[config.mk]
export PLATFORM = sky130hd
export DESIGN_NAME = snd_comm_latch
export DESIGN_NICKNAME = d
export VERILOG_FILES = /design/src/verilog/snd_comm_latch.sv
export SDC_FILE = /design/constraint.sdc
export NUM_CORES = 1
export LEC_CHECK = 0
export BUFFER_PORTS_ARGS = -buffer_cell sky130_fd_sc_hd__buf_2
export CAP_MARGIN = 0
export CORE_ASPECT_RATIO = 0.5
export CORE_MARGIN = 5
export CORE_UTILIZATION = 35
export DETAILED_ROUTE_END_ITERATION = 7
export MAX_ROUTING_LAYER = met4
export PLACE_DENSITY = 0.66
export SKIP_CTS_REPAIR_TIMING = 1
export SLEW_MARGIN = 10
export SYNTH_ARGS = -nofsm -noshare
export SYNTH_HDL_FRONTEND = slang
export SYNTH_SLANG_ARGS = --single-unit
[constraint.sdc]
create_clock -name clk -period 3.12 [get_ports clk]
set_clock_uncertainty 0.15 [all_clocks]
set_input_delay 0.312 -clock clk [delete_from_list [all_inputs] [get_ports clk]]
set_output_delay 0.312 -clock clk [all_outputs]
set_load 0.02 [all_outputs]
[src/verilog/snd_comm_latch.sv]
// main/sound mailbox with sound interrupt; int_n clears on any IORQ cycle, not only on acknowledge
`default_nettype none
`timescale 1ns/1ps

module snd_comm_latch (
    input  wire        clk,
    input  wire        rst,
    input  wire [4:1]  main_addr,
    input  wire [7:0]  main_dout,
    input  wire        pair_we,
    input  wire        snd_irq,
    input  wire [1:0]  saddr,
    input  wire [7:0]  sdin,
    input  wire        cs,
    input  wire        wr_n,
    input  wire        iorq_n,
    output logic [7:0] pair_dout,
    output logic [7:0] sdout,
    output logic       int_n
);

    localparam logic [1:0] st_idle = 2'd0;
    localparam logic [1:0] st_pend = 2'd1;  // int_n held low
    localparam logic [1:0] st_ack  = 2'd2;  // waiting for iorq_n to rise

    logic [7:0] cmd0, cmd1;  // main to sound
    logic [7:0] rep0, rep1;  // sound to main
    logic [1:0] state;
    logic       snd_we;

    always_ff @(posedge clk or posedge rst) begin
        if (rst) begin
            cmd0 <= 8'd0;
            cmd1 <= 8'd0;
        end else if (pair_we) begin
            if (main_addr == 4'd0) cmd0 <= main_dout;
            if (main_addr == 4'd1) cmd1 <= main_dout;
        end
    end

    // sound side only writes the reply pair
    assign snd_we = cs && !wr_n && saddr[1];

    always_ff @(posedge clk or posedge rst) begin
        if (rst) begin
            rep0 <= 8'd0;
            rep1 <= 8'd0;
        end else if (snd_we) begin
            if (saddr[0]) rep1 <= sdin;
            else          rep0 <= sdin;
        end
    end

    always_comb begin
        case (saddr)
            2'd0:    sdout = cmd0;
            2'd1:    sdout = cmd1;
            2'd2:    sdout = rep0;  // replies read back
            default: sdout = rep1;
        endcase
    end

    always_comb begin
        case (main_addr)
            4'd2:    pair_dout = rep0;
            4'd3:    pair_dout = rep1;
            default: pair_dout = 8'd0;
        endcase
    end

    always_ff @(posedge clk or posedge rst) begin
        if (rst) begin
            state <= st_idle;
        end else begin
            case (state)
                st_idle: if (snd_irq) state <= st_pend;
                st_pend: if (!iorq_n) state <= st_ack;  // extra snd_irq absorbed
                st_ack:  if (iorq_n)  state <= st_idle;
                default: state <= st_idle;
            endcase
        end
    end

    assign int_n = state != st_pend;

endmodule

`default_nettype wire

==> results of run 1 <==
-- where the power goes --
part	total [mW]	switching [mW]	leakage, nW	internal (mW)
clock	0.333	0.155	0.0482	0.178
sequential	0.604	0.0642	0.413	0.540
combinational	0.313	0.133	0.513	0.180
-- worst max-delay path: cells and delay by family (launching register included) --
family	cells	cell delay [ns]
flops	1	0.40
buf+inv	1	0.18
mux	1	0.48
-- flip-flops by register name, indices dropped and copies added, names as in the netlist --
name   cells
cmd1       8
rep0       8
rep1       8
cmd0       8
state      2
-- cells in the mapped netlist --
cell / instances / area share
buf_2: 1 / 0.0029
nand2_1: 2 / 0.0044
mux2_4: 8 / 0.071
nor2b_4: 1 / 0.0081
buf_4: 1 / 0.0044
mux2i_1: 9 / 0.053
dfrtp_1: 34 / 0.50
nor4b_4: 1 / 0.014
nor2_1: 10 / 0.022
buf_12: 1 / 0.012
nand2_2: 1 / 0.0037
buf_6: 1 / 0.0066
a21oi_1: 1 / 0.0029
inv_1: 1 / 0.0022
mux4_2: 8 / 0.11
nor3_4: 1 / 0.0096
mux2_2: 24 / 0.16
nand4b_2: 1 / 0.0088
nand2b_1: 2 / 0.0074
-- area by class of cell --
| type | count | area, sq um | area share |
|---|---|---|---|
| Timing Repair Buffer | 46 | 233 | 0.113 |
| Inverter | 1 | 3.75 | 0.00182 |
| Multi-Input combinational cell | 69 | 798 | 0.388 |
| Tap cell | 66 | 82.6 | 0.0401 |
| Clock inverter | 1 | 5.00 | 0.00243 |
| Sequential cell | 34 | 851 | 0.413 |
| Clock buffer | 7 | 86.3 | 0.0419 |
-- per-layer routing --
metal	wire [microns]	up-vias	share of wire	track usage
met5	0	-	0	-
met4	44	0	0.012	0.0396
met3	206	4	0.055	0.0457
met2	1870	29	0.50	0.215
met1	1600	554	0.43	0.145
li1	-	493	-	-
-- path summary, 6_finish.rpt --
path                       startpoint       end  slack, ns  depth (start not counted)
max                           rep1[2]  sdout[2]       1.32                          2
min                               rst   cmd1[3]      -0.04                          3
max reg2reg                   rep0[0]   rep0[0]       2.18                          1
min reg2reg                  state[1]  state[0]       0.31                          1
max in group asynchronous         rst   cmd1[4]       2.55                          3
min in group clk               iorq_n  state[1]       0.04                          2
-- metrics by stage --
step                cells  power [mW]  hold WS, ns
floorplan             108       0.835        0.225
global placement      216       0.918        0.279
detailed placement    216       0.927        0.285
CTS                   224        1.26      -0.0149
global route          224        1.32      0.00704
finish                224        1.25      -0.0415
-- cells in the final DEF (no fill, tap or decap), types with 2 or more instances in the layout --
cell      instances
clkbuf_8          6
mux2i_1           9
mux2_2           24
dfrtp_1          34
mux4_2            8
nor2_1           10
buf_2            45
nand2b_1          2
nand2_1           2
mux2_4            8
-- cells by family (layout without fill, tap and decap cells) --
family                 count (synthesis)  after routing  synth area share
buffers and inverters                  5             55            0.0280
muxes                                 49             49             0.389
DFF                                   34             34             0.501
and+or+nand+nor                       19             19            0.0782
AOI/OAI and AO/OA                      1              1           0.00295
==> flow_summary.yaml, run 1 <==
min_path:
  hold_class: "in -> async"
critical_path:
  critPathRequiredTime_ns: 2.66
  critical_path.endpoint_type: "output pin"
  setup.worst_path.class: "reg -> out"
  crit_slowest_cell: "mux4_2"
  worstPathArrival_ns: 1.33
  path_cells: "mux4_2 > buf_2"
  cpPeakStageDelay_ns: 0.48
  cp_max_fo: 3
  cp-start-kind: "register"
synth:
  ys_warn_count: 0
  netlist_instances: 108
  synthesis.area_sq_um: 1700
  ys_ff_latch: 34
  synth_nets: 137
  synth.distinct_cells: 19
  ys_seq_area_frac: 0.501
  synth_area_per_cell_sq_um: 15.7
grt:
  grt_overflow: 0
  antenna_found_initial: 0
  grt_pass1_wl_microns: 5870
  grt_pass1_vias: 1196
  grtUsageTotal: 0.128
  grt_max_degree: 35
outcome:
  violations: "hold timing"
  status: "complete, but fails checks"
floorplanning:
  die_h_microns: 59.2
  die-area_sq_um: 6420
  fp-row-count: 17
  dieWidth_microns: 108
  io_pins: 46
  start_util: 0.374
  core-area_sq_um: 4530
clock_network:
  clkTransAtPathRegs_ns: 0.07
  cts_tree: "yes"
  cts_sinks: 34
  worst_skew_pair.late_latency_ns: 0.28
  cts_root_buffer: "clkbuf_8"
  cts-htree-levels: 2
  cts_made_buffers: 5
  ctsLongestPathBuffers: 2
place:
  dp_slack_ns: 1.30
  port_buffers: 45
  gp_congestion: 0.776
  hpwl_microns: 2650
  placed_area_sq_um: 1970
sta:
  slew_headroom: 0.715
  period_needed_ns: 1.80
  maxSlewViolCount: 0
  fmax_mhz: 557
  period_share: 0.576
  rsz0062_at_grt: "false"
  finalHoldViolations: 34
  layout_setup_ws_ns: 1.32
  setup_viol: 0
  hold_slack_ns: -0.0415
  tightest_slew_ns: 0.428
  fin_tns_setup_ns: 0
finish:
  fin_nets: 186
  diodes: 0
  fin_util: 0.455
  drive_above_1_share: 0.620
  nFillCells: 421
  fin_area_sq_um: 2060
  areaGrowthSynthToFinish_pct: 21.4
route:
  firstDrtPassIters: 4
  drc: 0
  post_drt_wl_per_cell_microns: 16.6
  wirelength_microns: 3720
  vias: 1080
  viasPerCell: 4.82
  drt_iter0_markers: 42
  ant_nets: 0
power_and_ir_drop:
  vdd_ir_drop_max_mv: 0.176
  p_leak_nw: 0.975
  power.density_cell_area_nw_per_um2: 607
job:
  cap_violations: 0
(Power assumes the default switching activity.)
==> inputs of run 2 (changes only) <==
--- a/config.mk
+++ b/config.mk
@@ -5,6 +5,7 @@
 export SDC_FILE = /design/constraint.sdc
 export NUM_CORES = 1
 export LEC_CHECK = 0
+export ABC_AREA = 1
 export BUFFER_PORTS_ARGS = -buffer_cell sky130_fd_sc_hd__buf_2
 export CAP_MARGIN = 0
 export CORE_ASPECT_RATIO = 0.5
@@ -12,7 +13,7 @@
 export CORE_UTILIZATION = 35
 export DETAILED_ROUTE_END_ITERATION = 7
 export MAX_ROUTING_LAYER = met4
-export PLACE_DENSITY = 0.66
+export PLACE_DENSITY = 0.65
 export SKIP_CTS_REPAIR_TIMING = 1
 export SLEW_MARGIN = 10
 export SYNTH_ARGS = -nofsm -noshare
==> constraint.sdc (replaced) <==
create_clock -name clk -period 1.88 [get_ports clk]
set_clock_uncertainty 0.15 [all_clocks]
set_input_delay 0.188 -clock clk [delete_from_list [all_inputs] [get_ports clk]]
set_output_delay 0.188 -clock clk [all_outputs]
set_load 0.02 [all_outputs]
==> run 2 against run 1 <==
Compared with the run above: the flow now finishes without violations; wire length is 34% higher; sequential cell count stayed put; largest cell class is now multi-input gates; via count is 66% higher.
==> flow_summary.yaml, run 2 <==
synth:
  synth-edff-count: 0
  ys_warn_count: 0
  ys_async_sr_fraction: 1.00
  synth_nets: 262
  synth-main-ff-cell: "dfrtp_1"
  ys_seq_area_frac: 0.455
  yosysMostFrequentCell: "nand2_1"
  synth.distinct_cells: 20
  netlist_instances: 233
  synth_common_cells: "82 x nand2_1, 40 x nand3_1, 40 x nand4_1"
  synthTopCellsByArea: "dfrtp_1 46%, nand2_1 16%, nand4_1 13%"
  ys_ff_latch: 34
  yosys.area.top_type: "dfrtp_1"
  synthesis.area_sq_um: 1870
  yosys.area.top_type_share: 0.455
  synth_area_per_cell_sq_um: 8.02
place:
  port_buffers: 45
  place_inst: 338
  gp_congestion: 0.872
  placed_area_sq_um: 2120
  hpwl_microns: 3710
  dp_slack_ns: 0.383
power_and_ir_drop:
  vdd_ir_drop_max_mv: 0.433
  p_leak_nw: 1.19
  power.density_cell_area_nw_per_um2: 909
clock_network:
  cts_root_buffer: "clkbuf_8"
  ctsLongestPathBuffers: 2
  worst_skew_pair.late_latency_ns: 0.28
  cts_made_buffers: 5
  cts_tree: "yes"
  cts_sinks: 34
  clkTransAtPathRegs_ns: 0.06
  cts-htree-levels: 2
min_path:
  timing.hold.worst_path_depth: 3
  hold_start: "sdin[4]"
  worstHoldEndpoint: "rep1[4]"
  hold_class: "in -> reg"
critical_path:
  worstPathArrival_ns: 1.19
  cp-start-kind: "input port"
  setup.worst_path.class: "in -> out"
  cp_max_fo: 15
  worst_r2r_endpoint: "state[1]"
  critPathRequiredTime_ns: 1.54
  worst_r2r_path_depth: 2
  reg2reg_from: "state[0]"
  critical_path.endpoint_type: "output pin"
  ff2ff_setup_slack_ns: 0.85
  crit_start: "saddr[0]"
sta:
  rsz0062_at_grt: "false"
  tightest_slew_ns: 0.488
  fmax_mhz: 655
  maxSlewViolCount: 0
  layout_setup_ws_ns: 0.353
  setup_viol: 0
  period_needed_ns: 1.53
  hold_slack_ns: 0.00275
  fin_tns_setup_ns: 0
  slew_headroom: 0.673
  period_share: 0.812
  finalHoldViolations: 0
floorplanning:
  die_h_microns: 61.7
  fp-row-count: 18
  core-area_sq_um: 5040
  io_pins: 46
  start_util: 0.370
  dieWidth_microns: 113
  die-area_sq_um: 6990
route:
  drc: 0
  ant_nets: 0
  post_drt_wl_per_cell_microns: 14.4
  firstDrtPassIters: 4
  wirelength_microns: 4990
  drt_iter0_markers: 159
  viasPerCell: 5.16
  vias: 1797
finish:
  drive_above_1_share: 0.248
  fin_cells: 348
  final_common_cell: "nand2_1"
  seq_area_sq_um: 851
  areaGrowthSynthToFinish_pct: 19.6
  diodes: 0
  fin_area_sq_um: 2230
  fin_nets: 306
  multi_input_area_sq_um: 892
  mostFrequentLayoutCells: "82 x nand2_1, 45 x buf_2, 40 x nand3_1, 40 x nand4_1, 34 x dfrtp_1"
  nFillCells: 512
grt:
  antenna_found_initial: 0
  use_met2: 0.245
  grt_use_met1: 0.206
  busiest_layer: "met2"
  grt_max_degree: 35
  grt_overflow: 0
  grtUsageTotal: 0.157
  grt.met3_usage: 0.0314
  grt_pass1_vias: 1734
  grt_pass1_wl_microns: 8190
outcome:
  status: "completed"
job:
  cap_violations: 0
[run 2: changes by cell type in the layout (fill, tap and decap cells not counted), sizes merged, moves of 2 or more]
cell / previous run / this run
buf: 46 / 50
nor2: 10 / 5
nand3: 0 / 42
nand2: 3 / 85
nand2b: 2 / 0
mux4: 8 / 0
mux2i: 9 / 0
dlygate4sd3: 0 / 2
nand4: 0 / 40
mux2: 32 / 0
inv: 1 / 8
[run 2: layout make-up]
type | instances | share of cell area
clock buffers | 7 | 0.0386
clock inverters | 1 | 0.00224
inverters | 8 | 0.0134
multi-input cells | 176 | 0.399
flip-flops and latches | 34 | 0.381
well taps | 70 | 0.0392
repair buffers | 52 | 0.127
[run 2: stage by stage]
| step | util | total power, mW |
|---|---|---|
| 2_1_floorplan | - | 1.31 |
| 3_3_place_gp | 0.421 | 1.47 |
| 3_5_place_dp | 0.421 | 1.49 |
| 4_1_cts | 0.439 | 2.04 |
| 5_1_grt | 0.443 | 2.17 |
| 6_report | 0.443 | 2.03 |
[run 2: logic make-up after synthesis]
| group | after synthesis | synth area share |
|---|---|---|
| AO/OA/AOI/OAI | 3 | 0.00804 |
| buffers and inverters | 23 | 0.0670 |
| flip-flops | 34 | 0.455 |
| AND/OR/NAND/NOR | 173 | 0.470 |
[run 2: how the worst max path moves through the flow]
stage,end,slack (ns),cells after the start
after floorplan,sdout[0],0.65,4
after global routing,sdout[7],0.26,5
final,sdout[6],0.35,5
after global placement,sdout[3],0.42,5
after CTS,sdout[2],0.38,5
after detailed placement,sdout[2],0.38,5
[run 2: worst max-delay path, cell delays in order]
cell     delay, ns
buf_2         0.20
nor2_1        0.42
nand2_1       0.09
nand4_1       0.10
buf_2         0.18
[run 2: where the power goes]
part           switching, mW  total (mW)  leakage, nW  internal, mW
clock                  0.255       0.550       0.0482         0.295
sequential             0.127        1.01        0.430         0.886
combinational          0.298       0.468        0.716         0.170
total                  0.680        2.03         1.19          1.35
[run 2: per-layer routing]
layer	vias up	wire, microns	part of all wire
met5	-	0	0
met4	0	77	0.015
met3	11	181	0.036
met2	53	2280	0.46
met1	836	2450	0.49
li1	897	-	-
