[src/verilog/snd_pkg.sv]
// sound memory map and shared widths; the map assumes a 64 KB Z80 space and a 128 KB sound ROM
`default_nettype none

package snd_pkg;

    // sound ROM: 8 banks of 16 KB
    localparam int snd_rom_aw     = 17;
    localparam int snd_ram_aw_def = 13;  // 8 KB work RAM at C000-DFFF

    // region tags, compared against the top address bits
    localparam logic [2:0] snd_ram_hi = 3'b110;
    localparam logic [3:0] snd_io_hi  = 4'he;   // A11 splits FM and PCM
    localparam logic [3:0] snd_ctl_hi = 4'hf;   // latch, bank register

    localparam logic [7:0] snd_open_bus = 8'hff;

    // FM timer register numbers
    localparam logic [7:0] fm_reg_tload = 8'h10;
    localparam logic [7:0] fm_reg_tctl  = 8'h14;

    // bank register write byte
    typedef struct packed {
        logic [2:0] unused;
        logic       nmi_clr;
        logic [3:0] bank;
    } snd_bank_s;

    typedef union packed {
        logic [7:0] raw;
        snd_bank_s  f;
    } snd_bank_u;

endpackage

`default_nettype wire

[src/verilog/snd_decode.sv]
// sound bus decoder, bank register and NMI latch; ROM is read-only so rom_cs needs rd_n low
`default_nettype none
`timescale 1ns/1ps

module snd_decode import snd_pkg::*; (
    input  wire                   clk,
    input  wire                   rst,
    input  wire [15:0]            addr,
    input  wire                   mreq_n,
    input  wire                   rfsh_n,
    input  wire                   rd_n,
    input  wire                   wr_n,
    input  wire [7:0]             cpu_dout,
    input  wire                   cen_8,
    input  wire                   cen_4,
    input  wire [7:0]             rom_data,
    input  wire [7:0]             ram_dout,
    input  wire [7:0]             fm_dout,
    input  wire [7:0]             latch_dout,
    input  wire                   fm_irq_n,
    output logic [7:0]            cpu_din,
    output logic                  cpu_cen,
    output logic [snd_rom_aw-1:0] rom_addr,
    output logic                  rom_cs,
    output logic                  ram_cs,
    output logic                  fm_cs,
    output logic                  latch_cs,
    output logic                  nmi_n
);

    logic       mem_acc;
    logic       bank_we;
    logic [2:0] bank;      // only 8 banks are wired to the ROM
    logic [2:0] rom_hi;
    snd_bank_u  bank_byte;
    logic       fm_irq_l;  // fm_irq_n one clk ago
    logic       nmi_set;

    // refresh cycles also pull mreq_n low
    assign mem_acc = !mreq_n && rfsh_n;

    always_comb begin
        rom_cs   = mem_acc && !(addr[15] && addr[14]) && !rd_n;  // 0000-BFFF
        ram_cs   = mem_acc && addr[15:13] == snd_ram_hi;
        fm_cs    = mem_acc && addr[15:12] == snd_io_hi && addr[11];
        latch_cs = mem_acc && addr[15:12] == snd_ctl_hi && !addr[11];
        bank_we  = mem_acc && addr[15:12] == snd_ctl_hi && addr[11] && !addr[10] && !wr_n;
    end

    // 0000-7FFF is fixed, 8000-BFFF is the banked window
    assign rom_hi   = addr[15] ? bank : {2'b00, addr[14]};
    assign rom_addr = {rom_hi, addr[13:0]};

    // ROM and RAM cycles run on the slower enable
    assign cpu_cen = (rom_cs || ram_cs) ? cen_4 : cen_8;

    // PCM area has no model here, falls through to open bus
    always_comb begin
        if (rom_cs) begin
            cpu_din = rom_data;
        end else if (ram_cs) begin
            cpu_din = ram_dout;
        end else if (fm_cs) begin
            cpu_din = fm_dout;
        end else if (latch_cs) begin
            cpu_din = latch_dout;
        end else begin
            cpu_din = snd_open_bus;
        end
    end

    assign bank_byte.raw = cpu_dout;

    always_ff @(posedge clk or posedge rst) begin
        if (rst) begin
            bank <= 3'd0;
        end else if (bank_we) begin
            bank <= bank_byte.f.bank[2:0];
        end
    end

    // falling edge of the FM interrupt
    assign nmi_set = fm_irq_l && !fm_irq_n;

    always_ff @(posedge clk or posedge rst) begin
        if (rst) begin
            fm_irq_l <= 1'b1;
            nmi_n    <= 1'b1;
        end else begin
            fm_irq_l <= fm_irq_n;
            if (nmi_set) begin
                nmi_n <= 1'b0;  // a new edge is never lost to a clear
            end else if (bank_we && bank_byte.f.nmi_clr) begin
                nmi_n <= 1'b1;
            end
        end
    end

endmodule

`default_nettype wire

[config.mk]
export PLATFORM = sky130hd
export DESIGN_NAME = snd_decode
export DESIGN_NICKNAME = d
export VERILOG_FILES = /design/src/verilog/snd_pkg.sv /design/src/verilog/snd_decode.sv
export SDC_FILE = /design/constraint.sdc
export NUM_CORES = 1
export LEC_CHECK = 0
export BUFFER_PORTS_ARGS = -buffer_cell sky130_fd_sc_hd__buf_2
export CELL_PAD_IN_SITES_DETAIL_PLACEMENT = 0
export CELL_PAD_IN_SITES_GLOBAL_PLACEMENT = 1
export CORE_ASPECT_RATIO = 1.5
export CORE_MARGIN = 1
export CORE_UTILIZATION = 15
export DETAILED_ROUTE_END_ITERATION = 6
export PLACE_DENSITY_LB_ADDON = 0.25
export SLEW_MARGIN = 25
export SYNTH_ARGS = -nofsm -noshare
export SYNTH_HDL_FRONTEND = slang
export SYNTH_SLANG_ARGS = --single-unit
export TNS_END_PERCENT = 20
[constraint.sdc]
create_clock -name clk -period 1.5 [get_ports clk]
set_input_delay 0.225 -clock clk [delete_from_list [all_inputs] [get_ports clk]]
set_output_delay 0.225 -clock clk [all_outputs]
set_load 0.02 [all_outputs]
==> impl_metrics.toml, run 1 <==
[logic_synthesis]
ys_ff_latch = 5
yosysTopAreaCell = "buf_4"
netlist_instances = 73
synth_top_area_share_pct = 16.6
synth.most_common_cell = "buf_4"
synth_area_leaders = "buf_4 17%, dfrtp_1 12%, a22oi_1 9.5%, dfstp_2 8.3%, mux2_2 7.1%"
syn_area_um2 = 633
synthesis.nets = 138
synth_edf_count = 0
ys_seq_area_share_pct = 20.2
syn_avg_cell_area_um2 = 8.67
ys.warnings.count = 0
yosysUniqueCellTypes = 22
synth_flop_cell = "dfrtp_1"
ys_top_cells_by_count = "14 x buf_4, 8 x a22oi_1, 7 x o22ai_1"
synthArstFlopShare_pct = 100

[clock_network]
clk_latency_ns = 0.22
cts_max_level = 1
numCtsBuffers = 3
clkSinkCount = 5
path_clk_slew_ns = 0.03
root_buffer = "clkbuf_8"
cts_tree = "yes"
ctsLongestPathBuffers = 2

[route]
drc = 0
vias = 836
drtIter0Drc = 1
first_pass_iters = 2
viasPerCell = 4.40
postRouteWirelength_mm = 2.31
ant_nets = 0
wl_per_cell_um = 12.2

[sta]
slew-limit-headroom_pct = 75.9
fmax_mhz = 629
rsz0062_at_grt = "true"
finalSetupViolations = 9
hold_viol_final = 0
slew_viol_final = 0
skew_ns = 0.00000991
setup_slack_ns = -0.0898
timing.final.crit_share_pct = 106
worst_slew_pin_slew_ns = 0.359
tns_ns = -0.620
fin_crit_ns = 1.59

[floorplanning]
rows = 28
die_w_um = 55.0
die_h_um = 81.6
ios = 96
start_util_pct = 15.9
core_um2 = 3990
die_area_um2 = 4490

[final_layout]
area_growth_pct = 83.8
n_fill_cell = 442
nNetsFinal = 211
antenna_cells = 0
stdcell_area_um2 = 1160
fin_util_pct = 29.1
drive_gt1_share_pct = 75.2

[power_and_ir_drop]
max-vdd-ir-drop_mv = 0.432
p_sw_share_pct = 27.5
total_power_uw = 612
leakagePower_uw = 0.000602
internal_power_uw = 444
p_sw_uw = 169
power.density_nw_per_um2 = 526
p_clk_share_pct = 39.9
seq_power_share_pct = 23.6
power_frac_comb_pct = 36.5

[setup_path]
cp_data_required_time_ns = 1.27
critPathLaunchType = "primary input"
cp_num_buf_inv = 2
crit_chain = "buf_6 -> nand4b_4 -> or3_4 -> o22ai_1 -> o21ai_1 -> buf_2"
cpMaxStageDelayCell = "or3_4"
crit_fanout = 5
crit_path_end_kind = "primary output"
path_class = "primary input to primary output"
crit_arrival_ns = 1.36
cp_top_family = "simple AND/OR/NAND/NOR gates"
cp_slowest_stage_delay_ns = 0.44

[place]
post-place-ws_ns = -0.273
io_buffers = 71
place_area_um2 = 995
gp_congestion = 0.645
hpwl_mm = 1.84

[grt]
antenna_found_initial = 0
grt.overflow.total = 0
grt_max_degree = 10
grt_pass1_vias = 737
grt_usage_pct = 9.36
grt_pass1_wl_mm = 3.01

[run_status]
status = "finished, violations left"
violations = "setup timing"

[run]
cap_violations = 0

[worst_hold_path]
hold_path.class = "primary input to flop"
## registers in the layout, indices dropped and copies added (netlist names)
name and cells:
fm_irq_l 1, bank 3, nmi_n 1
## through the flow
step / std cells / hold WS [ns]
final: 190 / 0.122
after global routing: 190 / 0.112
after CTS: 190 / 0.117
after detailed placement: 183 / 0.136
after global placement: 183 / 0.135
after floorplan: 73 / 0.00207
## metal layers
layer | global-route usage [%] | vias up | share of wire, %
met5 | 0 | - | 0
li1 | - | 398 | -
met1 | 8.51 | 362 | 36
met3 | 1.11 | 4 | 13
met4 | 3.25 | 0 | 1.3
met2 | 19.4 | 72 | 50
## cell usage in the layout (no fill, tap or decap), types with 2 or more instances in the layout
cell / n
clkbuf_8: 3
nand2_1: 2
buf_2: 62
a22oi_1: 8
o31ai_1: 2
inv_1: 4
or3_4: 3
buf_4: 17
buf_8: 2
dfstp_2: 2
dfrtp_1: 3
mux2_2: 4
buf_6: 2
and2_2: 2
o22ai_1: 3
o22ai_2: 4
nor2_1: 6
o21ai_1: 5
## cell families after synthesis
logic type,synth area share (%)
DFF,20.2
buffers and inverters,23.9
and+or+nand+nor,18.6
muxes,9.48
AOI/OAI and AO/OA,27.9
## worst paths after layout
path	from	endpoint	slack, ns	depth (start not counted)
worst max-delay path	mreq_n	cpu_din[0]	-0.09	6
worst min-delay path	fm_irq_n	fm_irq_l	0.12	1
worst max register to register	fm_irq_l	nmi_n	0.69	3
worst min register to register	bank[1]	bank[1]	0.50	1
max in group asynchronous	rst	fm_irq_l	0.80	3
min in group asynchronous	rst	bank[0]	0.45	3
## area by class of cell
cell class	count	area [µm²]	share of cell area, %
sequential	5	128	11.0
inverter	5	18.8	1.61
timing repair buffer	84	500	43.0
clock buffer	4	45.0	3.87
multi-input combinational	47	415	35.7
tap	45	56.3	4.84
## power by group through the flow
| stage | registers [µW] | logic, µW | clock network (µW) |
|---|---|---|---|
| 3_5_place_dp | 146 | 196 | 0 |
| 5_1_grt | 145 | 246 | 263 |
| 6_report | 145 | 223 | 244 |
| 2_1_floorplan | 145 | 128 | 0 |
| 4_1_cts | 144 | 216 | 251 |
| 3_3_place_gp | 146 | 196 | 0 |
## repair_timing
action,4_1_cts,5_1_grt
hold buffers,1,0
hold endpoints to repair,3,0
setup endpoints to repair,11,11
pin swaps,5,4
gates resized for setup,15,10
gates cloned,1,0
setup buffers,1,0
Note: power is estimated with default switching activity, not from simulation.
==> inputs of run 2 (changes only) <==
- CORE_MARGIN: 1 -> 5
==> run 2 against run 1 <==
Against the previous run:
- the run still ends with setup timing left
- clock power is essentially flat
- combinational power hardly changed
- hold slack worse by 0.0025 ns
- non-clock buffer count decreased by 1
- sequential power is essentially flat
- first-iteration DRC count grew to 24 times the previous value
- flip-flop and latch count unchanged
- final cell count is 0.53% higher
- critical path depth is the same
- clock skew about the same
- register-to-register slack about the same
- largest cell class unchanged
- largest power group unchanged
==> impl_metrics.toml, run 2 (synthesis gave the netlist of run 1 again) <==
[run_status]
status = "finished, violations left"
violations = "setup timing"

[grt]
grt_pass1_wl_mm = 3.91
grt_usage_pct = 8.52
use_met1_pct = 8.55
grt.overflow.total = 0
met2_usage_pct = 15.0
grt_pass1_vias = 862
grt_busiest_layer = "met2"
antenna_found_initial = 0
grt.met3_usage_pct = 4.73
grt_max_degree = 10

[power_and_ir_drop]
power_frac_comb_pct = 36.2
p_clk_share_pct = 40.1
seq_power_share_pct = 23.7
leakagePower_uw = 0.000598
p_sw_share_pct = 27.7
p_sw_uw = 168
max-vdd-ir-drop_mv = 0.646
power.density_nw_per_um2 = 527
internal_power_uw = 440

[route]
first_pass_iters = 4
drc = 0
postRouteWirelength_mm = 2.54
drtIter0Drc = 24
ant_nets = 0
viasPerCell = 4.31
wl_per_cell_um = 13.3
vias = 824

[floorplanning]
ios = 96
die_w_um = 63.0
core_um2 = 4170
die_area_um2 = 5650
rows = 29
die_h_um = 89.6
start_util_pct = 15.2

[sta]
hold_viol_final = 0
rsz0062_at_grt = "true"
slew-limit-headroom_pct = 77.9
skew_ns = 0.0000164
finalSetupViolations = 9
whs_ns = 0.120
timing.final.crit_share_pct = 108
slew_viol_final = 0
worst_slew_pin_slew_ns = 0.330
setup_slack_ns = -0.122
fmax_mhz = 616
fin_crit_ns = 1.62

[place]
place_area_um2 = 996
io_buffers = 71
gp_congestion = 0.714

[setup_path]
crit_chain = "buf_8 -> buf_6 -> a2111oi_4 -> or2_4 -> mux2_4 -> buf_6"
path_class = "primary input to primary output"
r2r_start = "fm_irq_l"
r2r-end = "nmi_n"
cpMaxStageDelayCell = "a2111oi_4"
worst_r2r_path_depth = 3
cp_top_family = "buffers and inverters"
cp_data_required_time_ns = 1.27
path_common_cell = "buf_6"
crit_fanout = 3
reg2reg_slack_ns = 0.69
cp_slowest_stage_delay_ns = 0.32
crit_path_end_kind = "primary output"
critPathLaunchType = "primary input"
cp_num_buf_inv = 3
crit_arrival_ns = 1.40

[final_layout]
drive_gt1_share_pct = 73.8
n_fill_cell = 449
final_cell_mix = "64 x buf_2, 14 x buf_4, 8 x a22oi_1"
area_growth_pct = 82.4
regMostFlops = "bank"
antenna_cells = 0
layout_commonest_cell = "buf_2"
stdcell_area_um2 = 1150
nNetsFinal = 211
largest_reg_flops = 3
largest_registers = "bank x3, fm_irq_l x1, nmi_n x1"

[clock_network]
ctsLongestPathBuffers = 2
cts_max_level = 1
root_buffer = "clkbuf_8"
path_clk_slew_ns = 0.03
clkSinkCount = 5
clk_latency_ns = 0.21
cts_tree = "yes"
numCtsBuffers = 3

[worst_hold_path]
hold_path_end = "fm_irq_l"
min_from = "fm_irq_n"
hold_path.class = "primary input to flop"
holdPathStages = 1

[run]
cap_violations = 0
[run 2: cell types whose count changed in the layout (fill, tap and decap cells not counted), sizes merged]
cell  previous run  this run
or3              3         4
buf             83        82
[run 2: what timing repair did]
item / CTS / global route
buffers inserted: 0 / 0
endpoints found under the hold margin: 3 / 0
endpoints found under the setup margin: 11 / 10
hold buffers: 1 / 0
gates resized for setup: 16 / 5
pin swaps: 4 / 4
gates cloned: 2 / 0
[run 2: worst max-delay path by stage]
stage | end | start | depth (start not counted) | slack, ns
after floorplan | cpu_cen | addr[14] | 4 | -0.26
after global placement | cpu_din[4] | mreq_n | 6 | -0.30
after detailed placement | cpu_din[4] | mreq_n | 6 | -0.32
after CTS | cpu_cen | addr[15] | 6 | -0.21
after global routing | cpu_din[4] | mreq_n | 6 | -0.19
final | cpu_cen | addr[15] | 6 | -0.12
[run 2: power groups by stage]
stage	logic, µW	clock network [µW]	registers, µW
final	220	244	144
after global routing	239	260	145
after CTS	219	249	144
after detailed placement	197	0	146
after global placement	199	0	146
after floorplan	128	0	145
[run 2: layer usage]
| layer | part of all wire [%] | vias to the layer above |
|---|---|---|
| li1 | - | 398 |
| met1 | 36 | 338 |
| met2 | 44 | 84 |
| met3 | 19 | 4 |
| met4 | 0.59 | 0 |
| met5 | 0 | - |
[run 2: area by class of cell]
type	count	area, µm²	area share, %
clock buffer	4	45.0	3.90
tap	46	57.6	4.98
multi-input combinational	48	422	36.5
inverter	5	18.8	1.63
timing repair buffer	83	484	41.9
sequential	5	128	11.1
[run 2: metrics by stage]
| step | setup WS (ns) | util (%) | TNS [ns] | power, µW | instances |
|---|---|---|---|---|---|
| global placement | -0.301 | 23.9 | -3.21 | 345 | 184 |
| global route | -0.185 | 27.7 | -1.37 | 645 | 191 |
| floorplan | -0.264 | - | -1.20 | 273 | 73 |
| detailed placement | -0.316 | 23.9 | -3.46 | 342 | 184 |
| finish | -0.122 | 27.7 | -0.690 | 609 | 191 |
| CTS | -0.208 | 27.0 | -1.19 | 612 | 191 |
==> inputs of run 3 (changes only) <==
- PLACE_DENSITY: not set -> 0.69
- PLACE_DENSITY_LB_ADDON: 0.25 -> not set
==> run 3 against run 2 <==
Against the previous run:
- the flow still finishes with violations (setup timing)
- global-route usage grew 0.080 points
- die area is the same
- count of clock-buffer cells in the layout is the same
- sequential share of layout area shrank 0.45 points
- combinational power grew 2%
- sequential power is essentially flat
- total power grew 0.64%
- setup slack gained 0.024 ns
- design area grew 4.2%
- critical path type unchanged
==> impl_metrics.toml, run 3 (synthesis gave the netlist of run 1 again) <==
[route]
drc = 0
postRouteWirelength_mm = 2.53
first_pass_iters = 2
viasPerCell = 4.30
ant_nets = 0
drtIter0Drc = 8
vias = 822
wl_per_cell_um = 13.2

[final_layout]
largest_registers = "bank x3, fm_irq_l x1, nmi_n x1"
regMostFlops = "bank"
largest_reg_flops = 3
stdcell_area_um2 = 1200
antenna_cells = 0
nNetsFinal = 211
final_cell_mix = "60 x buf_2, 18 x buf_4, 8 x a22oi_1"
instances_no_fill = 191
area_growth_pct = 90.1
drive_gt1_share_pct = 79.3
layout_commonest_cell = "buf_2"

[sta]
fmax_mhz = 626
skew_ns = 0.0000215
whs_ns = 0.118
setup_slack_ns = -0.0986
finalSetupViolations = 9
slew_viol_final = 0
fin_crit_ns = 1.60
timing.final.crit_share_pct = 107
hold_viol_final = 0
rsz0062_at_grt = "true"
slew-limit-headroom_pct = 78.1
worst_slew_pin_slew_ns = 0.325

[setup_path]
crit_fanout = 5
r2r_start = "fm_irq_l"
crit_chain = "buf_6 -> nand4b_4 -> or3_4 -> buf_6 -> o22ai_2 -> o21ai_1 -> buf_4"
reg2reg_slack_ns = 0.69
worst_r2r_path_depth = 3
crit_start = "mreq_n"
path_class = "primary input to primary output"
cp_slowest_stage_delay_ns = 0.36
r2r-end = "nmi_n"
cpMaxStageDelayCell = "or3_4"
cp_num_buf_inv = 3
path_common_cell = "buf_6"
worst-path-stages = 7
cp_top_family = "simple AND/OR/NAND/NOR gates"
crit_arrival_ns = 1.37
critPathLaunchType = "primary input"
crit_path_end_kind = "primary output"
cp_data_required_time_ns = 1.27

[floorplanning]
die_w_um = 63.0
rows = 29
ios = 96
start_util_pct = 15.2
die_h_um = 89.6
die_area_um2 = 5650
core_um2 = 4170

[grt]
antenna_found_initial = 0
grt_usage_pct = 8.60
grt_pass1_wl_mm = 3.85
grt.met3_usage_pct = 3.11
grt.overflow.total = 0
grt_busiest_layer = "met2"
grt_pass1_vias = 864
grt_max_degree = 10
met2_usage_pct = 15.7
use_met1_pct = 9.00

[place]
place_area_um2 = 1000
io_buffers = 71
post-place-ws_ns = -0.231
place_inst = 185
gp_congestion = 0.712

[clock_network]
clkSinkCount = 5
path_clk_slew_ns = 0.03
cts_setup_buffers = 0
cts_tree = "yes"
root_buffer = "clkbuf_8"
clk_latency_ns = 0.22
cts_max_level = 1
ctsLongestPathBuffers = 2
numCtsBuffers = 3

[run]
cap_violations = 0

[power_and_ir_drop]
power.density_nw_per_um2 = 509
max-vdd-ir-drop_mv = 0.393
total_power_uw = 613
leakagePower_uw = 0.000611

[run_status]
violations = "setup timing"
status = "finished, violations left"

[worst_hold_path]
hold_path.class = "primary input to flop"
min_from = "fm_irq_n"
holdPathStages = 1
hold_path_end = "fm_irq_l"
## run 3: changes by cell type in the layout (fill, tap and decap cells not counted), moves of 2 or more
cell and change:
o22ai_2 +3, nor2_1 -4, nor2_2 +2, buf_4 +4
nor2_4 +2, o22ai_1 -3, buf_2 -4, buf_6 +2
or3_4 -3
## run 3: per-stage QoR
| step | util (%) | setup TNS (ns) |
|---|---|---|
| detailed placement | 24.0 | -2.26 |
| global placement | 24.0 | -2.03 |
| floorplan | - | -1.20 |
| global route | 28.8 | -1.13 |
| CTS | 27.5 | -0.760 |
| finish | 28.8 | -0.629 |
## run 3: worst max-delay path by stage
| stage | to |
|---|---|
| 3_5_place_dp | cpu_din[1] |
| 5_1_grt | cpu_din[0] |
| 4_1_cts | cpu_din[7] |
| 6_report | cpu_din[6] |
| 3_3_place_gp | cpu_din[1] |
| 2_1_floorplan | cpu_cen |
## run 3: worst reg2reg max path, delay by kind of cell (launching register included)
family / cells / cell delay (ns)
flops: 1 / 0.50
compound gates: 1 / 0.15
simple gates: 1 / 0.06
buf+inv: 1 / 0.03
## run 3: power by group
part	switching [µW]	leakage [µW]	internal, µW
Combinational	106	0.000526	119
Sequential	2.23	0.0000622	142
Clock	61.2	0.0000228	182
## run 3: layer usage
layer  vias up  share of wire (%)
li1        398                  -
met1       350                 36
met2        67                 47
met3         7                 15
met4         0                1.3
met5         -                  0
## run 3: layout make-up
class,instances,area [µm²]
fill,470,2970
timing repair buffer,85,517
multi-input combinational,46,438
sequential,5,128
tap,46,57.6
clock buffer,4,45.0
inverter,5,18.8
## run 3: timing repair
action                     CTS  global route
pin swaps                    4             0
setup endpoints to repair   11            10
cloned                       1             0
gates resized for setup     21            16
hold buffers                 1             0
hold endpoints to repair     3             0
