[config.mk]
export PLATFORM = sky130hd
export DESIGN_NAME = snd_fm_timer
export DESIGN_NICKNAME = d
export VERILOG_FILES = /design/src/verilog/snd_pkg.sv /design/src/verilog/snd_fm_timer.sv
export SDC_FILE = /design/constraint.sdc
export NUM_CORES = 1
export LEC_CHECK = 0
export ABC_AREA = 1
export BUFFER_PORTS_ARGS = -buffer_cell sky130_fd_sc_hd__clkbuf_2
export CAP_MARGIN = 20
export CORE_ASPECT_RATIO = 2
export CORE_UTILIZATION = 45
export DETAILED_ROUTE_END_ITERATION = 10
export GPL_ROUTABILITY_DRIVEN = 0
export HOLD_SLACK_MARGIN = 0.12
export PLACE_DENSITY = 0.75
export REMOVE_ABC_BUFFERS = 1
export SETUP_SLACK_MARGIN = 0.05
export SYNTH_ARGS = -nofsm -noshare
export SYNTH_HDL_FRONTEND = slang
export SYNTH_SLANG_ARGS = --single-unit
[constraint.sdc]
create_clock -name clk -period 2.4 [get_ports clk]
set_clock_uncertainty 0.05 [all_clocks]
set_input_delay 0.12 -clock clk [delete_from_list [all_inputs] [get_ports clk]]
set_output_delay 0.12 -clock clk [all_outputs]
set_load 0.01 [all_outputs]
[src/verilog/snd_pkg.sv]
// sound memory map and shared widths; the map assumes a 64 KB Z80 space and a 128 KB sound ROM
`default_nettype none

package snd_pkg;

    // sound ROM: 8 banks of 16 KB
    localparam int snd_rom_aw     = 17;
    localparam int snd_ram_aw_def = 13;  // 8 KB work RAM at C000-DFFF

    // region tags, compared against the top address bits
    localparam logic [2:0] snd_ram_hi = 3'b110;
    localparam logic [3:0] snd_io_hi  = 4'he;   // A11 splits FM and PCM
    localparam logic [3:0] snd_ctl_hi = 4'hf;   // latch, bank register

    localparam logic [7:0] snd_open_bus = 8'hff;

    // FM timer register numbers
    localparam logic [7:0] fm_reg_tload = 8'h10;
    localparam logic [7:0] fm_reg_tctl  = 8'h14;

    // bank register write byte
    typedef struct packed {
        logic [2:0] unused;
        logic       nmi_clr;
        logic [3:0] bank;
    } snd_bank_s;

    typedef union packed {
        logic [7:0] raw;
        snd_bank_s  f;
    } snd_bank_u;

endpackage

`default_nettype wire

[src/verilog/snd_fm_timer.sv]
// FM chip stand-in with register port and timer A only; no synthesis, busy flag reads as 0
`default_nettype none
`timescale 1ns/1ps

module snd_fm_timer import snd_pkg::*; (
    input  wire        clk,
    input  wire        rst,
    input  wire        cen,
    input  wire        cs,
    input  wire        wr_n,
    input  wire        a0,
    input  wire [7:0]  din,
    output logic [7:0] dout,
    output logic       irq_n
);

    // control register bits
    localparam int ctl_start    = 0;
    localparam int ctl_irq_en   = 2;
    localparam int ctl_flag_rst = 4;

    logic [7:0] reg_addr;  // selected by an a0=0 write
    logic [7:0] tload;
    logic       start;
    logic       irq_en;
    logic       flag;
    logic [7:0] cnt;
    logic       wr_addr;
    logic       wr_data;
    logic       flag_clr;

    assign wr_addr  = cs && !wr_n && !a0;
    assign wr_data  = cs && !wr_n && a0;
    assign flag_clr = wr_data && reg_addr == fm_reg_tctl && din[ctl_flag_rst];

    always_ff @(posedge clk or posedge rst) begin
        if (rst) begin
            reg_addr <= 8'd0;
            tload    <= 8'd0;
            start    <= 1'b0;
            irq_en   <= 1'b0;
        end else begin
            if (wr_addr) begin
                reg_addr <= din;
            end
            if (wr_data && reg_addr == fm_reg_tload) begin
                tload <= din;
            end
            if (wr_data && reg_addr == fm_reg_tctl) begin
                start  <= din[ctl_start];
                irq_en <= din[ctl_irq_en];
            end
        end
    end

    // up-counter, 256 - tload ticks per period
    always_ff @(posedge clk or posedge rst) begin
        if (rst) begin
            cnt  <= 8'd0;
            flag <= 1'b0;
        end else begin
            if (flag_clr) flag <= 1'b0;
            if (!start) begin
                cnt <= tload;  // preloaded while stopped
            end else if (cen) begin
                if (cnt == 8'hff) begin
                    cnt  <= tload;
                    flag <= 1'b1;  // overflow beats a same-cycle reset
                end else begin
                    cnt <= cnt + 8'd1;
                end
            end
        end
    end

    // status read, busy in bit 7
    assign dout  = {7'd0, flag};
    assign irq_n = !(flag && irq_en);

endmodule

`default_nettype wire

==> impl_metrics.csv, run 1 <==
group,metric,value,unit
outcome,status,"finished, final reports clean",
worst_setup_path,timing.rr.start,"reg_addr[5]$_DFFE_PP0P_",
sta,fin_tns_setup,0,ps
worst_setup_path,crit_type,"reg2reg",
global_route,track_usage,19.6,%
cells_and_area,nNetsFinal,230,
min_path,hold_start,"a0",
sta,maxSlewHeadroom,57.8,%
global_route,grt_pass1_wl,5.38,mm
sta,max_freq,629,MHz
drt,dr_total_vias,1197,
global_route,antenna_found_initial,0,
cts,cts_max_path_buffers,2,
cts,cts-root-buf,"clkbuf_8",
cells_and_area,finalNonFillerCells,245,
floorplanning,die_w,42.7,µm
logic_synthesis,synth.area.top_cells,"dfrtp_1, nand2_1, inv_1, nand3_1, o21ai_2",
logic_synthesis,synthCells,188,
drt,wire_per_inst,12.2,µm
cells_and_area,nFillCells,296,
sta,slew_viol_final,0,
cells_and_area,layout_common_cells,"nand2_1, inv_1, dfrtp_1",
sta,fin_hold_ws,245,ps
min_path,holdPathStages,6,
logic_synthesis,ys_seq_area_share,45.3,%
worst_setup_path,cp_data_arrival_time,1690,ps
sta,rsz0062_at_grt,"false",
flow_run,maxCapViolations,0,
min_path,min_to,"flag$_DFF_PP0_",
floorplanning,start_util,47.2,%
pwr,irDropWorstVdd,0.478,mV
worst_setup_path,endpoint_kind,"flip-flop",
logic_synthesis,synth_area,1490,µm²
sta,hold_viol_final,0,
cts,cts_made_buffers,3,
placed_design,dp_hpwl,2.23,mm
drt,wl,2.99,mm
placed_design,port_buffers,15,
cts,clock_latency,280,ps
cts,post_cts_buffers,0,
floorplanning,num_rows,29,
worst_setup_path,r2r_cells,6,
cts,ctsHoldBuffers,10,
worst_setup_path,crit_required,2500,ps
global_route,grt_util_met2,36.0,%
logic_synthesis,yosys.area.top_type,"dfrtp_1",
worst_setup_path,r2r_setup_slack,810,ps
logic_synthesis,ys_seq_elements,27,
drt,drt_iter0_markers,15,
worst_setup_path,r2r_end,"tload[0]$_DFFE_PP0P_",
cts,clock-sinks,27,
cts,cts_tree,"done",
cts,ctsResizeCount,0,
cts,path_clk_slew,90,ps
sta,finalCritPeriodShare,66.2,%
logic_synthesis,yosys.area.top_type_share,45.3,%
cells_and_area,layout_commonest_cell,"nand2_1",
sta,setup_slack,810,ps
cts,h-tree-depth,1,
global_route,grt_pass1_vias,1209,
sta,tightest_slew,632,ps
placed_design,dp_worst_setup_slack,843,ps
floorplanning,die_h,83.4,µm
placed_design,place_area,1560,µm²
worst_setup_path,start_kind,"flip-flop",
cells_and_area,area_growth,14.1,%
floorplanning,pin_count,23,
drt,vias_per_cell,4.89,
drt,firstDrtPassIters,4,
floorplanning,die-area,3560,µm²
cells_and_area,layout-drive-gt1-share,15.9,%
pwr,p_leak,0.877,nW
drt,drc,0,
min_path,min_path_type,"in2reg",
logic_synthesis,yosysWarnings,0,
cells_and_area,final_cell_area,1700,µm²
placed_design,dp.cells,231,
global_route,overflow,0,
logic_synthesis,synth_area_per_cell,7.93,µm²
global_route,busiest_layer,"met2",
logic_synthesis,yosys.cell_types.count,25,
cells_and_area,antenna_cells,0,
pwr,power_density,629,nW/µm²
global_route,grt_max_degree,28,
global_route,grt_use_met3,1.30,%
floorplanning,core,3160,µm²
sta,finalSetupViolCount,0,
drt,ant_nets,0,
global_route,grt.met1_usage,22.1,%
sta,period_minus_slack,1590,ps
worst_setup_path,cp_max_fo,16,
-- final cells by class --
class,count,area [µm²],area share (%)
sequential,27,676,39.7
multi-input combinational,127,639,37.6
timing repair buffer,27,190,11.2
inverter,29,111,6.55
clock buffer,4,45.0,2.65
tap,31,38.8,2.28
-- through the flow --
step | total power [mW] | util [%]
3_3_place_gp | 0.793 | 49.3
2_1_floorplan | 0.742 | -
5_1_grt | 1.14 | 53.9
4_1_cts | 1.08 | 53.9
3_5_place_dp | 0.804 | 49.3
6_report | 1.07 | 53.9
-- sequential cells by signal (all words and copies together), names as in the netlist --
signal / flops
flag: 1
irq_en: 1
reg_addr: 8
tload: 8
cnt: 8
start: 1
-- kinds of logic after synthesis --
group | count (synthesis) | synth area share [%]
buffers and inverters | 40 | 13.3
DFF | 27 | 45.3
and+or+nand+nor | 92 | 28.5
AOI/OAI and AO/OA | 25 | 10.6
xor gates and xnor gates | 2 | 1.18
other | 1 | 0.252
adders and majority gates | 1 | 0.839
-- power by group --
group	switching [mW]	internal [mW]	total (mW)
logic	0.116	0.0956	0.212
registers	0.0678	0.528	0.596
clock network	0.144	0.119	0.263
total	0.328	0.743	1.07
-- worst max path at each step --
stage	start	slack [ps]	end
5_1_grt	reg_addr[5]$_DFFE_PP0P_	650	tload[5]$_DFFE_PP0P_
3_5_place_dp	reg_addr[5]$_DFFE_PP0P_	840	tload[0]$_DFFE_PP0P_
6_report	reg_addr[5]$_DFFE_PP0P_	810	tload[0]$_DFFE_PP0P_
2_1_floorplan	reg_addr[5]$_DFFE_PP0P_	1050	tload[0]$_DFFE_PP0P_
4_1_cts	reg_addr[5]$_DFFE_PP0P_	810	tload[5]$_DFFE_PP0P_
3_3_place_gp	reg_addr[5]$_DFFE_PP0P_	900	tload[0]$_DFFE_PP0P_
-- routing by layer --
layer | up-vias | share of wire [%]
met2 | 19 | 60
met1 | 551 | 36
met3 | 5 | 1.7
li1 | 622 | -
met4 | 0 | 2.2
met5 | - | 0
-- synth_stat cells --
cell / n
inv_4: 1
xnor2_1: 1
dfrtp_1: 27
nor2_1: 6
nand4_1: 1
nand2_8: 1
o21ai_0: 12
nand2_4: 1
buf_6: 2
nor2_4: 2
o21bai_1: 1
buf_4: 8
nand3_1: 15
o21ai_1: 1
nand2_2: 1
ha_1: 1
xor2_1: 1
conb_1: 1
o21ai_2: 8
clkbuf_1: 1
nand3b_1: 4
nor3_1: 2
nand2_1: 59
inv_1: 28
a21oi_1: 3
-- critical path, cell delays in order, from the launching register on --
cell and delay, ps:
dfrtp_1 390, nor2_1 120, nand3b_1 110, nor2_1 130, nand2_1 390, nand2_1 210, o21ai_2 70
Note: power is estimated with default switching activity, not from simulation.
==> run 2: changes to the inputs <==
==> constraint.sdc (replaced) <==
create_clock -name clk -period 1.6 [get_ports clk]
set_clock_uncertainty 0.05 [all_clocks]
set_input_delay 0.08 -clock clk [delete_from_list [all_inputs] [get_ports clk]]
set_output_delay 0.08 -clock clk [all_outputs]
set_load 0.01 [all_outputs]
==> run 2 against run 1 <==
Utilization grew 1.2 points; critical path depth grew 3; total power grew 51%; flip-flop and latch count is the same; fmax grew 9.9%; register-to-register slack lost 660 ps; clock-buffer cell count is the same; critical endpoint is now cnt[3]$_DFFE_PP0P_.
==> impl_metrics.csv, run 2 (synthesis gave the netlist of run 1 again) <==
group,metric,value,unit
cells_and_area,antenna_cells,0,
worst_setup_path,crit_chain,"ha_1, nand2_2, nor2_4, nand2_4, nand2_8, inv_4, nand2_1, nand3_1, nand2_1",
sta,slew_viol_final,0,
sta,max_freq,691,MHz
worst_setup_path,cp_data_arrival_time,1560,ps
sta,hold_viol_final,0,
global_route,overflow,0,
cts,cts_made_buffers,3,
drt,wire_per_inst,11.9,µm
cells_and_area,layout_common_cells,"nand2_1, inv_1, dfrtp_1",
global_route,antenna_found_initial,0,
pwr,pwr-share-seq,55.2,%
sta,period_minus_slack,1450,ps
worst_setup_path,slowest_delay,430,ps
cts,ctsResizeCount,0,
cells_and_area,final_util,55.1,%
worst_setup_path,r2r_cells,9,
cts,cts_max_path_buffers,2,
global_route,grt_max_degree,28,
drt,dr_total_vias,1224,
min_path,hold_start,"a0",
cells_and_area,largest_registers,"cnt: 8 flops, reg_addr: 8 flops, tload: 8 flops",
drt,drc,0,
pwr,p_leak,0.901,nW
cells_and_area,layout-drive-gt1-share,17.8,%
sta,maxSlewHeadroom,66.6,%
drt,drt_iter0_markers,23,
cells_and_area,layout_commonest_cell,"nand2_1",
pwr,power_density,928,nW/µm²
cts,clock_latency,270,ps
drt,ant_nets,0,
cts,cts_tree,"done",
global_route,track_usage,18.9,%
worst_setup_path,timing.rr.start,"cnt[0]$_DFFE_PP0P_",
worst_setup_path,crit_buf_inv,1,
worst_setup_path,crit_family,"simple AND/OR/NAND/NOR gates",
pwr,swShare,30.1,%
worst_setup_path,r2r_end,"cnt[3]$_DFFE_PP0P_",
floorplanning,start_util,47.2,%
sta,setup_slack,153,ps
global_route,grt_pass1_wl,5.12,mm
cells_and_area,finalNonFillerCells,250,
floorplanning,die-area,3560,µm²
global_route,grt_pass1_vias,1208,
sta,tightest_slew,499,ps
pwr,p_comb_share,21.6,%
cts,path_clk_slew,90,ps
pwr,pwr-share-clk,23.3,%
worst_setup_path,slowest_stage,"dfrtp_1",
cells_and_area,final_cell_area,1740,µm²
flow_run,maxCapViolations,0,
drt,wl,2.99,mm
worst_setup_path,crit_required,1720,ps
drt,firstDrtPassIters,4,
sta,finalCritPeriodShare,90.4,%
sta,rsz0062_at_grt,"false",
floorplanning,core,3160,µm²
floorplanning,pin_count,23,
cts,cts-root-buf,"clkbuf_8",
cts,h-tree-depth,1,
pwr,irDropWorstVdd,0.854,mV
sta,finalSetupViolCount,0,
floorplanning,num_rows,29,
worst_setup_path,critPathLaunch,"cnt[0]$_DFFE_PP0P_",
worst_setup_path,start_kind,"flip-flop",
floorplanning,die_w,42.7,µm
pwr,switchingPower,0.485,mW
worst_setup_path,endpoint_kind,"flip-flop",
cells_and_area,nNetsFinal,235,
outcome,status,"finished, final reports clean",
min_path,min_to,"flag$_DFF_PP0_",
floorplanning,die_h,83.4,µm
placed_design,port_buffers,15,
worst_setup_path,worst_path_most_repeated_cell,"nand2_1",
placed_design,place_area,1590,µm²
min_path,holdPathStages,6,
placed_design,dp_worst_setup_slack,157,ps
drt,vias_per_cell,4.90,
pwr,p_int,1.13,mW
sta,fin_tns_setup,0,ps
placed_design,dp_hpwl,2.36,mm
worst_setup_path,cp_max_fo,7,
worst_setup_path,crit_type,"reg2reg",
placed_design,dp.cells,236,
cells_and_area,area_growth,16.6,%
cts,clock-sinks,27,
worst_setup_path,r2r_setup_slack,150,ps
min_path,min_path_type,"in2reg",
[run 2: cell types whose count changed in the layout (fill, tap and decap cells not counted), sizes merged]
cell	change
buf	+5
[run 2: power groups by stage]
stage	clock network, mW	logic [mW]	registers [mW]
floorplan	0	0.231	0.881
global placement	0	0.326	0.900
detailed placement	0	0.331	0.904
CTS	0.381	0.352	0.891
global route	0.416	0.399	0.904
finish	0.375	0.348	0.890
[run 2: worst max-delay path by stage]
stage,endpoint,slack (ps),cells after the start
finish,cnt[3]$_DFFE_PP0P_,150,9
global route,cnt[2]$_DFFE_PP0P_,60,8
CTS,cnt[2]$_DFFE_PP0P_,150,8
detailed placement,cnt[2]$_DFFE_PP0P_,160,8
global placement,cnt[3]$_DFFE_PP0P_,210,9
floorplan,tload[0]$_DFFE_PP0P_,250,6
[run 2: through the flow]
step | power (mW) | hold slack, ps
final | 1.61 | 227
after global routing | 1.72 | 246
after CTS | 1.62 | 232
after detailed placement | 1.24 | 87.3
after global placement | 1.23 | 84.6
after floorplan | 1.11 | 82.7
[run 2: metal layers]
metal	part of all wire [%]	routed length (µm)	global-route usage (%)	up-vias
li1	-	-	-	632
met1	35	1040	18.9	559
met2	60	1780	35.8	25
met3	1.7	51	1.30	8
met4	3.9	115	9.94	0
met5	0	0	0	-
[run 2: timing repair]
item / in CTS / in global routing
hold buffers: 10 / 0
setup buffers: 0 / 0
endpoints found under the hold margin: 48 / 0
[run 2: tightest hold or removal path, stage by stage]
cell and delay [ps]:
clkbuf_2 90, nand3_1 90, nor2_1 70, nand3_1 60, nand2_1 50, o21ai_0 70
[run 2: cell type report]
type	instances	area, µm²
Tap cell	31	38.8
Fill cell	297	1420
Multi-Input combinational cell	127	639
Clock buffer	4	45.0
Sequential cell	27	676
Inverter	29	111
Timing Repair Buffer	32	228
==> run 3: changes to the inputs <==
--- a/config.mk
+++ b/config.mk
@@ -8,12 +8,14 @@
 export ABC_AREA = 1
 export BUFFER_PORTS_ARGS = -buffer_cell sky130_fd_sc_hd__clkbuf_2
 export CAP_MARGIN = 20
+export CELL_PAD_IN_SITES_DETAIL_PLACEMENT = 0
+export CELL_PAD_IN_SITES_GLOBAL_PLACEMENT = 1
 export CORE_ASPECT_RATIO = 2
-export CORE_UTILIZATION = 45
+export CORE_UTILIZATION = 41
 export DETAILED_ROUTE_END_ITERATION = 10
 export GPL_ROUTABILITY_DRIVEN = 0
 export HOLD_SLACK_MARGIN = 0.12
-export PLACE_DENSITY = 0.75
+export PLACE_DENSITY = 0.87
 export REMOVE_ABC_BUFFERS = 1
 export SETUP_SLACK_MARGIN = 0.05
 export SYNTH_ARGS = -nofsm -noshare
==> run 3 against run 2 <==
Setup slack better by 67 ps; via count barely moved; sequential share of layout area decreased by 0.74 points; fmax up 4.9%; first-iteration DRC count grew 4.3%; die area rose by 9.4%; critical path depth unchanged; cell count rose by 6.8%; global-route usage fell by 0.057 points; critical path type unchanged; largest power group unchanged.
==> impl_metrics.csv, run 3 (synthesis gave the netlist of run 1 again) <==
group,metric,value,unit
cts,cts_made_buffers,3,
placed_design,dp.cells,253,
pwr,p_total,1.62,mW
cells_and_area,finalNonFillerCells,267,
cells_and_area,layout_commonest_cell,"nand2_1",
global_route,grt_pass1_wl,5.29,mm
worst_setup_path,cp_max_fo,7,
sta,finalCritPeriodShare,86.2,%
cells_and_area,final_util,51.9,%
worst_setup_path,cp_data_arrival_time,1490,ps
drt,firstDrtPassIters,4,
floorplanning,start_util,43.6,%
worst_setup_path,crit_buf_inv,1,
floorplanning,num_rows,30,
floorplanning,die_h,87.3,µm
drt,dr_total_vias,1223,
global_route,track_usage,18.8,%
pwr,pwr-share-seq,55.2,%
sta,rsz0062_at_grt,"false",
global_route,overflow,0,
worst_setup_path,timing.rr.start,"cnt[0]$_DFFE_PP0P_",
global_route,grt_pass1_vias,1257,
outcome,status,"finished, final reports clean",
worst_setup_path,start_kind,"flip-flop",
cells_and_area,antenna_cells,0,
flow_run,maxCapViolations,0,
global_route,antenna_found_initial,0,
placed_design,dp_worst_setup_slack,174,ps
pwr,p_int,1.13,mW
sta,finalSetupViolCount,0,
pwr,swShare,30.0,%
sta,period_minus_slack,1380,ps
cts,cts-root-buf,"clkbuf_8",
pwr,p_leak,0.899,nW
sta,fin_tns_setup,0,ps
worst_setup_path,worst_path_most_repeated_cell,"nand2_1",
cells_and_area,nNetsFinal,235,
sta,tightest_slew,497,ps
cts,h-tree-depth,1,
cts,path_clk_slew,90,ps
placed_design,port_buffers,15,
cells_and_area,largest_registers,"cnt: 8 flops, reg_addr: 8 flops, tload: 8 flops",
worst_setup_path,crit_chain,"ha_4, nand2_2, nor2_4, nand2_4, nand2_8, inv_4, nand3_1, nand2_1, nand2_1",
sta,setup_slack,220,ps
pwr,p_comb_share,21.9,%
worst_setup_path,slowest_delay,450,ps
drt,drt_iter0_markers,24,
worst_setup_path,slowest_stage,"dfrtp_1",
pwr,irDropWorstVdd,0.665,mV
cells_and_area,layout_common_cells,"nand2_1, inv_1, dfrtp_1",
pwr,pwr-share-clk,22.9,%
floorplanning,pin_count,23,
worst_setup_path,crit_family,"simple AND/OR/NAND/NOR gates",
floorplanning,die-area,3890,µm²
worst_setup_path,crit_type,"reg2reg",
worst_setup_path,critPathLaunch,"cnt[0]$_DFFE_PP0P_",
min_path,hold_start,"a0",
drt,wl,2.97,mm
min_path,min_path_type,"in2reg",
sta,hold_viol_final,0,
cells_and_area,area_growth,18.9,%
floorplanning,core,3420,µm²
drt,drc,0,
sta,maxSlewHeadroom,66.8,%
drt,ant_nets,0,
drt,wire_per_inst,11.1,µm
cts,clock_latency,260,ps
worst_setup_path,crit_required,1710,ps
floorplanning,die_w,44.6,µm
cts,cts_tree,"done",
drt,vias_per_cell,4.58,
placed_design,dp_hpwl,2.33,mm
sta,max_freq,725,MHz
cells_and_area,nFillCells,339,
cts,cts_max_path_buffers,2,
sta,slew_viol_final,0,
cells_and_area,layout-drive-gt1-share,18.3,%
pwr,power_density,913,nW/µm²
worst_setup_path,endpoint_kind,"flip-flop",
global_route,grt_max_degree,28,
cts,clock-sinks,27,
pwr,switchingPower,0.485,mW
## run 3: timing repair
item / in CTS / in global routing
gates resized for setup: 0 / 2
setup endpoints to repair: 0 / 6
buffers inserted: 0 / 0
hold buffers: 10 / 0
hold endpoints to repair: 48 / 0
## run 3: layout make-up
cell class | count | area [µm²] | share of cell area [%]
Sequential cell | 27 | 676 | 38.1
Clock buffer | 4 | 45.0 | 2.54
Tap cell | 48 | 60.1 | 3.39
Inverter | 29 | 111 | 6.29
Timing Repair Buffer | 32 | 228 | 12.9
Multi-Input combinational cell | 127 | 652 | 36.8
## run 3: path summary, 6_finish.rpt
kind / end / slack [ps] / cells past startpoint
hold / removal: flag$_DFF_PP0_ / 210 / 6
min in group asynchronous: cnt[6]$_DFFE_PP0P_ / 340 / 4
setup reg to reg: cnt[7]$_DFFE_PP0P_ / 220 / 9
hold reg to reg: tload[2]$_DFFE_PP0P_ / 440 / 2
setup / recovery: cnt[7]$_DFFE_PP0P_ / 220 / 9
max in group asynchronous: irq_en$_DFFE_PP0N_ / 910 / 4
## run 3: metal layers
layer	routed length, µm	vias up	share of wire (%)	global-route usage [%]
li1	-	633	-	-
met1	1090	555	37	19.3
met2	1690	25	57	34.0
met3	61	10	2.1	1.66
met4	133	0	4.5	12.7
met5	0	-	0	0
## run 3: metrics by stage
stage,hold slack (ps),area [µm²]
4_1_cts,208,1760
5_1_grt,261,1770
3_5_place_dp,89.8,1610
3_3_place_gp,86.4,1610
6_report,207,1770
2_1_floorplan,82.7,1430
## run 3: power groups by stage
stage	Clock (mW)	Combinational, mW	Sequential (mW)
6_report	0.371	0.354	0.893
5_1_grt	0.409	0.415	0.909
4_1_cts	0.389	0.356	0.889
3_5_place_dp	0	0.335	0.902
3_3_place_gp	0	0.331	0.901
2_1_floorplan	0	0.231	0.881
## run 3: worst min-delay path: stages
cell and delay (ps):
clkbuf_2 90, nand3_1 90, nor2_1 70, nand3_1 60, nand2_1 40, o21ai_0 60
